### config.mk
export PLATFORM = sky130hd
export DESIGN_NAME = id_stage
export DESIGN_NICKNAME = d
export VERILOG_FILES = /design/src/id_pkg.sv /design/src/inst_decoder.sv /design/src/imm_gen.sv /design/src/operand_forward.sv /design/src/id_ex_reg.sv /design/src/id_stage.sv
export VERILOG_INCLUDE_DIRS = /design/src
export SDC_FILE = /design/constraint.sdc
export NUM_CORES = 1
export LEC_CHECK = 0
export ABC_AREA = 0
export BUFFER_PORTS_ARGS = -buffer_cell sky130_fd_sc_hd__buf_4
export CAP_MARGIN = 20
export CORE_ASPECT_RATIO = 0.9
export CORE_MARGIN = 10
export CORE_UTILIZATION = 30
export CTS_CLUSTER_DIAMETER = 100
export DETAILED_ROUTE_END_ITERATION = 16
export PLACE_DENSITY = 0.63
export SLEW_MARGIN = 0
export SYNTH_ARGS = -nofsm -noshare
export SYNTH_HDL_FRONTEND = slang
export SYNTH_HIERARCHICAL = 1
export SYNTH_SLANG_ARGS = --single-unit
### constraint.sdc
create_clock -name clk_i -period 5.75 [get_ports clk_i]
set_input_delay 1.15 -clock clk_i [delete_from_list [all_inputs] [get_ports clk_i]]
set_output_delay 1.15 -clock clk_i [all_outputs]
set_load 0.01 [all_outputs]
### src/id_defs.svh
`ifndef ID_DEFS_SVH
`define ID_DEFS_SVH

// datapath and address width
`define XLEN 32

// instruction word width
`define INST_W 32

// register file index width
`define REG_ADDR_W 5

// link address is the next sequential instruction
`define RAS_LINK_OFFSET 4

// fixed system words, matched on all 32 bits
`define ECALL_ENC 32'h0000_0073
`define EBREAK_ENC 32'h0010_0073
`define MRET_ENC 32'h3020_0073

`endif

### src/id_pkg.sv
`include "id_defs.svh"
`default_nettype none

package id_pkg;

  // rv32i major opcodes
  typedef enum logic [6:0] {
    opc_load   = 7'b0000011,
    opc_op_imm = 7'b0010011,
    opc_auipc  = 7'b0010111,
    opc_store  = 7'b0100011,
    opc_op     = 7'b0110011,
    opc_lui    = 7'b0110111,
    opc_branch = 7'b1100011,
    opc_jalr   = 7'b1100111,
    opc_jal    = 7'b1101111,
    opc_system = 7'b1110011
  } opcode_e;

  // binary coded, none is zero
  typedef enum logic [4:0] {
    alu_none, alu_add, alu_sub, alu_xor, alu_or, alu_and,
    alu_sll, alu_srl, alu_sra, alu_slt, alu_sltu,
    alu_beq, alu_bne, alu_blt, alu_bge, alu_bltu, alu_bgeu
  } alu_op_e;

  typedef enum logic [3:0] {
    exc_none, exc_auipc, exc_lui, exc_jal, exc_jalr, exc_load,
    exc_store, exc_branch, exc_opimm, exc_op, exc_system
  } exc_op_e;

  typedef enum logic [3:0] {
    mem_none, mem_lb, mem_lh, mem_lw, mem_lbu, mem_lhu,
    mem_sb, mem_sh, mem_sw
  } mem_op_e;

  typedef enum logic [2:0] {
    fmt_none, fmt_i, fmt_s, fmt_b, fmt_u, fmt_j
  } imm_fmt_e;

  typedef struct packed {
    logic mret;
    logic ebreak;
    logic ecall;
    logic illegal;
  } trap_t;

  typedef struct packed {
    logic [`XLEN-1:0]   pc;
    logic [`INST_W-1:0] inst;
  } if_id_t;

  // memory stage result for the bypass
  typedef struct packed {
    logic [`REG_ADDR_W-1:0] rd_addr;
    logic [`XLEN-1:0]       rd_data;
  } mem_bypass_t;

  typedef struct packed {
    logic [`REG_ADDR_W-1:0] rs1_idx;
    logic [`REG_ADDR_W-1:0] rs2_idx;
    logic [`REG_ADDR_W-1:0] rd_idx;
    alu_op_e                alu_op;
    exc_op_e                exc_op;
    mem_op_e                mem_op;
    imm_fmt_e               imm_fmt;
    trap_t                  trap;
    logic                   is_call;
  } decode_t;

  typedef struct packed {
    logic [`XLEN-1:0]       pc;
    logic [`REG_ADDR_W-1:0] rs1_idx;
    logic [`REG_ADDR_W-1:0] rs2_idx;
    logic [`REG_ADDR_W-1:0] rd_idx;
    logic [`XLEN-1:0]       rs1_data;
    logic [`XLEN-1:0]       rs2_data;
    logic [`XLEN-1:0]       imm;
    alu_op_e                alu_op;
    exc_op_e                exc_op;
    mem_op_e                mem_op;
    trap_t                  trap;
  } id_ex_t;

endpackage

`default_nettype wire

### src/inst_decoder.sv
`include "id_defs.svh"
`default_nettype none

module inst_decoder import id_pkg::*; (
  input  logic [`INST_W-1:0] inst_i,
  output decode_t            dec_o
);

  opcode_e    opcode;
  logic [2:0] funct3;
  logic [6:0] funct7;
  logic       legal;
  logic       alt;
  logic       use_rs1;
  logic       use_rs2;
  logic       use_rd;
  alu_op_e    alu_op;
  exc_op_e    exc_op;
  mem_op_e    mem_op;
  imm_fmt_e   imm_fmt;

  // op and op_imm share the funct3 map, alt picks sub or sra
  function automatic alu_op_e arith_op(input logic [2:0] f3, input logic alt_sel);
    case (f3)
      3'b000:  arith_op = alt_sel ? alu_sub : alu_add;
      3'b001:  arith_op = alu_sll;
      3'b010:  arith_op = alu_slt;
      3'b011:  arith_op = alu_sltu;
      3'b100:  arith_op = alu_xor;
      3'b101:  arith_op = alt_sel ? alu_sra : alu_srl;
      3'b110:  arith_op = alu_or;
      default: arith_op = alu_and;
    endcase
  endfunction

  assign opcode = opcode_e'(inst_i[6:0]);
  assign funct3 = inst_i[14:12];
  assign funct7 = inst_i[31:25];

  always_comb begin
    legal   = 1'b1;
    alt     = 1'b0;
    use_rs1 = 1'b0;
    use_rs2 = 1'b0;
    use_rd  = 1'b0;
    alu_op  = alu_none;
    exc_op  = exc_none;
    mem_op  = mem_none;
    imm_fmt = fmt_none;
    case (opcode)
      opc_lui, opc_auipc: begin
        exc_op  = (opcode == opc_lui) ? exc_lui : exc_auipc;
        alu_op  = alu_add;
        imm_fmt = fmt_u;
        use_rd  = 1'b1;
      end
      opc_jal: begin
        exc_op  = exc_jal;
        alu_op  = alu_add;
        imm_fmt = fmt_j;
        use_rd  = 1'b1;
      end
      opc_jalr: begin
        legal   = (funct3 == 3'b000);
        exc_op  = exc_jalr;
        alu_op  = alu_add;
        imm_fmt = fmt_i;
        use_rs1 = 1'b1;
        use_rd  = 1'b1;
      end
      opc_branch: begin
        exc_op  = exc_branch;
        imm_fmt = fmt_b;
        use_rs1 = 1'b1;
        use_rs2 = 1'b1;
        case (funct3)
          3'b000:  alu_op = alu_beq;
          3'b001:  alu_op = alu_bne;
          3'b100:  alu_op = alu_blt;
          3'b101:  alu_op = alu_bge;
          3'b110:  alu_op = alu_bltu;
          3'b111:  alu_op = alu_bgeu;
          default: legal = 1'b0;
        endcase
      end
      opc_load: begin
        exc_op  = exc_load;
        alu_op  = alu_add;
        imm_fmt = fmt_i;
        use_rs1 = 1'b1;
        use_rd  = 1'b1;
        case (funct3)
          3'b000:  mem_op = mem_lb;
          3'b001:  mem_op = mem_lh;
          3'b010:  mem_op = mem_lw;
          3'b100:  mem_op = mem_lbu;
          3'b101:  mem_op = mem_lhu;
          default: legal = 1'b0;
        endcase
      end
      opc_store: begin
        exc_op  = exc_store;
        alu_op  = alu_add;
        imm_fmt = fmt_s;
        use_rs1 = 1'b1;
        use_rs2 = 1'b1;
        case (funct3)
          3'b000:  mem_op = mem_sb;
          3'b001:  mem_op = mem_sh;
          3'b010:  mem_op = mem_sw;
          default: legal = 1'b0;
        endcase
      end
      opc_op_imm: begin
        // shift amounts sit in the imm field, funct7 still checked
        alt = (funct3 == 3'b101) && funct7[5];
        if (funct3 == 3'b001) begin
          legal = (funct7 == 7'b0000000);
        end else if (funct3 == 3'b101) begin
          legal = (funct7 == 7'b0000000) || (funct7 == 7'b0100000);
        end
        exc_op  = exc_opimm;
        alu_op  = arith_op(funct3, alt);
        imm_fmt = fmt_i;
        use_rs1 = 1'b1;
        use_rd  = 1'b1;
      end
      opc_op: begin
        // rv32m funct7 lands here as illegal
        alt   = funct7[5];
        legal = (funct7 == 7'b0000000) ||
                ((funct7 == 7'b0100000) && ((funct3 == 3'b000) || (funct3 == 3'b101)));
        exc_op  = id_pkg::exc_op;
        alu_op  = arith_op(funct3, alt);
        use_rs1 = 1'b1;
        use_rs2 = 1'b1;
        use_rd  = 1'b1;
      end
      opc_system: begin
        // only the three fixed words, csr accesses are not supported
        legal   = (inst_i == `ECALL_ENC) || (inst_i == `EBREAK_ENC) || (inst_i == `MRET_ENC);
        exc_op  = exc_system;
        imm_fmt = fmt_i;
        use_rs1 = 1'b1;
        use_rd  = 1'b1;
      end
      default: legal = 1'b0;
    endcase
    if (!legal) begin
      use_rs1 = 1'b0;
      use_rs2 = 1'b0;
      use_rd  = 1'b0;
      alu_op  = alu_none;
      exc_op  = exc_none;
      mem_op  = mem_none;
      imm_fmt = fmt_none;
    end
  end

  assign dec_o.rs1_idx = use_rs1 ? inst_i[19:15] : '0;
  assign dec_o.rs2_idx = use_rs2 ? inst_i[24:20] : '0;
  assign dec_o.rd_idx  = use_rd ? inst_i[11:7] : '0;
  assign dec_o.alu_op  = alu_op;
  assign dec_o.exc_op  = exc_op;
  assign dec_o.mem_op  = mem_op;
  assign dec_o.imm_fmt = imm_fmt;

  assign dec_o.trap.mret    = (inst_i == `MRET_ENC);
  assign dec_o.trap.ebreak  = (inst_i == `EBREAK_ENC);
  assign dec_o.trap.ecall   = (inst_i == `ECALL_ENC);
  assign dec_o.trap.illegal = !legal;

  // call means a link register other than x0
  assign dec_o.is_call = ((exc_op == exc_jal) || (exc_op == exc_jalr)) &&
                         (inst_i[11:7] != '0);

endmodule

`default_nettype wire

### src/imm_gen.sv
`include "id_defs.svh"
`default_nettype none

module imm_gen import id_pkg::*; (
  input  logic [`INST_W-1:0] inst_i,
  input  imm_fmt_e           fmt_i,
  output logic [`XLEN-1:0]   imm_o
);

  logic [`XLEN-1:0] imm_i;
  logic [`XLEN-1:0] imm_s;
  logic [`XLEN-1:0] imm_b;
  logic [`XLEN-1:0] imm_u;
  logic [`XLEN-1:0] imm_j;

  // bit 31 is the sign in every layout
  assign imm_i = {{21{inst_i[31]}}, inst_i[30:20]};
  assign imm_s = {{21{inst_i[31]}}, inst_i[30:25], inst_i[11:7]};
  assign imm_b = {{20{inst_i[31]}}, inst_i[7], inst_i[30:25], inst_i[11:8], 1'b0};
  assign imm_u = {inst_i[31:12], 12'b0};
  assign imm_j = {{12{inst_i[31]}}, inst_i[19:12], inst_i[20], inst_i[30:21], 1'b0};

  always_comb begin
    case (fmt_i)
      id_pkg::fmt_i: imm_o = imm_i;
      fmt_s:   imm_o = imm_s;
      fmt_b:   imm_o = imm_b;
      fmt_u:   imm_o = imm_u;
      fmt_j:   imm_o = imm_j;
      default: imm_o = '0;
    endcase
  end

endmodule

`default_nettype wire

### src/operand_forward.sv
`include "id_defs.svh"
`default_nettype none

module operand_forward import id_pkg::*; (
  input  decode_t                dec_i,
  input  logic [`XLEN-1:0]       rs1_data_i,
  input  logic [`XLEN-1:0]       rs2_data_i,
  input  logic [`REG_ADDR_W-1:0] ex_rd_idx_i,
  input  exc_op_e                ex_exc_op_i,
  input  logic [`XLEN-1:0]       ex_rd_data_i,
  input  mem_bypass_t            mem_bypass_i,
  output logic [`XLEN-1:0]       rs1_fwd_o,
  output logic [`XLEN-1:0]       rs2_fwd_o,
  output logic                   load_use_o
);

  logic rs1_hits_ex;
  logic rs2_hits_ex;

  // execute beats memory beats register file, x0 never bypassed
  function automatic logic [`XLEN-1:0] pick(
    input logic [`REG_ADDR_W-1:0] idx,
    input logic [`XLEN-1:0]       rf_data,
    input logic [`REG_ADDR_W-1:0] ex_idx,
    input logic [`XLEN-1:0]       ex_data,
    input mem_bypass_t            mem
  );
    pick = rf_data;
    if (idx != '0) begin
      if (idx == ex_idx) begin
        pick = ex_data;
      end else if (idx == mem.rd_addr) begin
        pick = mem.rd_data;
      end
    end
  endfunction

  assign rs1_fwd_o = pick(dec_i.rs1_idx, rs1_data_i, ex_rd_idx_i, ex_rd_data_i, mem_bypass_i);
  assign rs2_fwd_o = pick(dec_i.rs2_idx, rs2_data_i, ex_rd_idx_i, ex_rd_data_i, mem_bypass_i);

  assign rs1_hits_ex = (dec_i.rs1_idx != '0) && (dec_i.rs1_idx == ex_rd_idx_i);
  assign rs2_hits_ex = (dec_i.rs2_idx != '0) && (dec_i.rs2_idx == ex_rd_idx_i);

  // load data is not ready until the memory stage
  assign load_use_o = (ex_exc_op_i == exc_load) && (rs1_hits_ex || rs2_hits_ex);

endmodule

`default_nettype wire

### src/id_ex_reg.sv
`include "id_defs.svh"
`default_nettype none

module id_ex_reg import id_pkg::*; (
  input  logic             clk_i,
  input  logic             reset_i,
  input  logic             flush_i,
  input  logic             stall_i,
  input  logic [`XLEN-1:0] pc_i,
  input  decode_t          dec_i,
  input  logic [`XLEN-1:0] imm_i,
  input  logic [`XLEN-1:0] rs1_i,
  input  logic [`XLEN-1:0] rs2_i,
  output id_ex_t           id_ex_o
);

  always_ff @(posedge clk_i) begin
    if (reset_i || flush_i || stall_i) begin
      // bubble, the none op encodings are all zero
      id_ex_o <= '0;
    end else begin
      id_ex_o.pc       <= pc_i;
      id_ex_o.rs1_idx  <= dec_i.rs1_idx;
      id_ex_o.rs2_idx  <= dec_i.rs2_idx;
      id_ex_o.rd_idx   <= dec_i.rd_idx;
      id_ex_o.rs1_data <= rs1_i;
      id_ex_o.rs2_data <= rs2_i;
      id_ex_o.imm      <= imm_i;
      id_ex_o.alu_op   <= dec_i.alu_op;
      id_ex_o.exc_op   <= dec_i.exc_op;
      id_ex_o.mem_op   <= dec_i.mem_op;
      id_ex_o.trap     <= dec_i.trap;
    end
  end

endmodule

`default_nettype wire

### src/id_stage.sv
`include "id_defs.svh"
`default_nettype none

module id_stage import id_pkg::*; (
  input  logic                   clk_i,
  input  logic                   reset_i,
  input  if_id_t                 if_id_i,
  input  logic                   flush_i,
  input  logic [`XLEN-1:0]       rs1_data_i,
  input  logic [`XLEN-1:0]       rs2_data_i,
  input  logic [`XLEN-1:0]       ex_rd_data_i,
  input  mem_bypass_t            mem_bypass_i,
  output logic [`REG_ADDR_W-1:0] rs1_idx_o,
  output logic [`REG_ADDR_W-1:0] rs2_idx_o,
  output id_ex_t                 id_ex_o,
  output logic                   stall_o,
  output logic                   ras_push_valid_o,
  output logic [`XLEN-1:0]       ras_push_data_o
);

  decode_t          dec;
  logic [`XLEN-1:0] imm;
  logic [`XLEN-1:0] rs1_fwd;
  logic [`XLEN-1:0] rs2_fwd;
  logic             load_use;

  inst_decoder u_decoder (
    .inst_i (if_id_i.inst),
    .dec_o  (dec)
  );

  imm_gen u_imm_gen (
    .inst_i (if_id_i.inst),
    .fmt_i  (dec.imm_fmt),
    .imm_o  (imm)
  );

  // execute stage address comes from our own register
  operand_forward u_forward (
    .dec_i        (dec),
    .rs1_data_i   (rs1_data_i),
    .rs2_data_i   (rs2_data_i),
    .ex_rd_idx_i  (id_ex_o.rd_idx),
    .ex_exc_op_i  (id_ex_o.exc_op),
    .ex_rd_data_i (ex_rd_data_i),
    .mem_bypass_i (mem_bypass_i),
    .rs1_fwd_o    (rs1_fwd),
    .rs2_fwd_o    (rs2_fwd),
    .load_use_o   (load_use)
  );

  id_ex_reg u_id_ex (
    .clk_i   (clk_i),
    .reset_i (reset_i),
    .flush_i (flush_i),
    .stall_i (load_use),
    .pc_i    (if_id_i.pc),
    .dec_i   (dec),
    .imm_i   (imm),
    .rs1_i   (rs1_fwd),
    .rs2_i   (rs2_fwd),
    .id_ex_o (id_ex_o)
  );

  // register file read addresses
  assign rs1_idx_o = dec.rs1_idx;
  assign rs2_idx_o = dec.rs2_idx;

  assign stall_o = load_use;

  // return address push for calls, dropped on flush
  assign ras_push_valid_o = dec.is_call && !flush_i;
  assign ras_push_data_o  = if_id_i.pc + `XLEN'(`RAS_LINK_OFFSET);

endmodule

`default_nettype wire

==> impl_results.md <==
- Worst vdd rail ir drop: a little under 0.0002 V
- Initial antenna violation count: 1
- Setup TNS: 0 ns
- CP max FO: 12
- Root Driver: clkbuf_16
- DR WL met3: around 4.2 mm
- Top FF cell, synth: dfxtp_1
- Global-route wire length before repair: 60.5 mm
- Post-CTS setup buffers: 0
- Longest Clk Path Bufs: 2
- Total GRT Usage: 20.4%
- CP Data Required Time: about 4.6 ns
- R2R Setup Slk: approximately 3 ns
- Kind of critical path: input port to primary output
- Die Wd: approximately 210 um
- WL met1: about 17 mm
- Routed len/inst: roughly 24 um
- Pre-CTS WS: 0.125 ns
- Latest clock arrival within the worst-skew pair: 0.43 ns
- Internal power: a little over 2000 uW
- Port Buf Inserts: roughly 400
- Gpl congestion: 0.939
- Top Layer Used: met5
- Cell variety after synth: 72
- Post-Syn Instances: between 900 and 1,000
- Cts hold-fix bufs: 0
- Filler Cells Inserted: roughly 3,000
- Net Count, Synth: approximately 1,100
- DR pass1 iterations: 6
- Antenna Nets Post-Route: 0
- #FFs+latches synth: 160
- Area grow syn2layout: 40.3%
- Via count: ~9,000
- Setup Skew: approximately 0.010 ns
- Sequential power share: roughly two fifths
- Leak: between 0.005 and 0.006 uW
- Total congestion overflow: 0
- DRT iter0 DRCs: between 600 and 700
- Mapped cell area: 9260 um2
- CTS Buf Count: 17
- Most common cell after layout, fill and taps aside: buf_4
- Largest Register: u_id_ex/id_ex_o
- Nets: between 1,000 and 1,500
- Post-Route WL: 41.2 mm
- Largest net degree at the start of global routing: approximately 160
- Cell area power density: approximately 210 nW/um2
- Actual slew at the worst max-slew pin: 1.20 ns
- Commonest cells after routing, fill and taps aside: buf_4 (426), dfxtp_1 (160), nand2_1 (110)
- Post-synth EDFFs: 0
- Power, Total: 2780 uW
- Worst Hold Class: input port to flop
- Largest registers: u_id_ex/id_ex_o: 160 flops
- Setup ws final: around 0.26 ns
- Row count: 60
- Yosys warnings: 6
- CTS tree: done
- Post-synth ARST share: 0%
- Cts repair resizes: 0
- Status: complete, no violations
- Comb power frac: between 15 and 20%
- Worst slew margin: between 10% and 20%
- CP endpoint kind: primary output
- Antenna diode count: 0
- Syn_area_per_cell: just under 10 um2
- Max-slew violation count: 0
- Initial core utilization: a little under a third
- Sink Count: 160
- IO Count: slightly above 400
- RSZ-0062 raised after global routing: no
- Final hold viol count: 0
- # Max-Cap Violations: 0
- Hold_ws: around 1.0 ns
- WL met2: about 19 mm
- Fmax: 182 MHz
- Post-DP HPWL: 30.0 mm
- Setup crit start kind: input port
- Die area: 38,300 um2
- Die height: 187 um
- Arrival @ worst endpoint: ~4.3 ns
- Core area: about 30,000 um2
- Vias in the first global route: a little over 9,000
- Period Utilization, post-route: about 95%
- Clk pwr share: between 40% and 50%
- Register area share after synthesis: between 30% and 40%
- DR DRC count: 0
- Flip-flop count of the largest register after layout: 160
- Switching Share: a little over a quarter
- Net Switching: around 740 uW
- Period minus WS final: 5.49 ns
- Worst-path clk slew: about 0.06 ns
- Share of layout cells above drive strength 1: 45.6%
- CTS H-tree lvls: 4
- Avg Vias per Cell: about 5.3
- Final setup viols: 0
-- layout make-up --
cell class              instances  area, um2  share of cell area (%)
repair buffers                431       3270                    25.2
well taps                     403        504                    3.88
flip-flops and latches        160       3200                    24.7
clock inverters                10        111                   0.857
inverters                       6       22.5                   0.173
multi-input cells             673       5410                    41.6
clock buffers                  22        464                    3.57
-- power groups by stage --
stage	clock network, uW	logic, uW	registers [uW]
2_1_floorplan	0	212	1190
3_3_place_gp	0	471	1170
3_5_place_dp	0	473	1170
4_1_cts	1180	474	1150
5_1_grt	1220	506	1150
6_report	1150	475	1150
-- per-stage QoR --
step / area (um2) / util (%) / std cells
2_1_floorplan: 9260 / - / 939
3_3_place_gp: 12400 / 41.0 / 1672
3_5_place_dp: 12400 / 41.0 / 1672
4_1_cts: 12900 / 42.9 / 1704
5_1_grt: 13000 / 43.0 / 1705
6_report: 13000 / 43.0 / 1705
-- final timing paths --
path,start,endpoint,cells after the start
max,if_id_i[3],stall_o,14
min,if_id_i[32],u_id_ex/id_ex_o[128]$_SDFF_PP0_,2
max reg2reg,u_id_ex/id_ex_o[113]$_SDFF_PP0_,u_id_ex/id_ex_o[17]$_SDFF_PP0_,8
min reg2reg,u_id_ex/id_ex_o[9]$_SDFF_PP0_,u_id_ex/id_ex_o[6]$_SDFF_PP0_,3
-- synth_stat cells (5+ instances only) --
master	n	area share, %
nor4b_2	94	15
and2_1	14	0.95
nand3b_1	5	0.41
nor2_1	98	4.0
nand3_1	18	0.97
buf_6	34	4.1
o21ai_0	17	0.92
a21oi_1	11	0.59
buf_4	6	0.49
a21o_1	11	0.89
nor3_1	10	0.54
dfxtp_1	160	35
nand2_1	110	4.5
xnor2_1	35	3.3
nor4b_4	6	1.5
nand4_1	11	0.74
nor4b_1	60	5.7
clkbuf_1	21	0.85
inv_1	6	0.24
nor3b_1	10	0.81
buf_2	36	1.9
xor2_1	18	1.7
a221o_1	62	6.7
nand2b_1	5	0.34
-- per-layer routing --
metal / vias up / global-route usage, %
li1: 4180 / -
met1: 4333 / 25.3
met2: 460 / 32.0
met3: 49 / 7.47
met4: 2 / 6.53
met5: - / 0
-- cell families after synthesis --
family,after synthesis,share of synthesized area (%)
buf+inv,106,7.79
mux,1,0.108
fa+ha+maj,1,0.135
xor+xnor,53,5.01
simple gates,483,40.1
compound gates,135,12.3
flops,160,34.6
-- critical path: stages --
cell	delay (ns)
buf_4	0.15
nor4bb_1	0.50
nor3b_2	0.37
nand4_1	0.23
nor4bb_4	0.27
buf_6	0.19
nor3b_1	0.28
buf_4	0.19
xnor2_1	0.11
nand2_1	0.13
nor3b_4	0.20
nor2_1	0.13
nor4_4	0.23
buf_4	0.19
(Power assumes the default switching activity.)
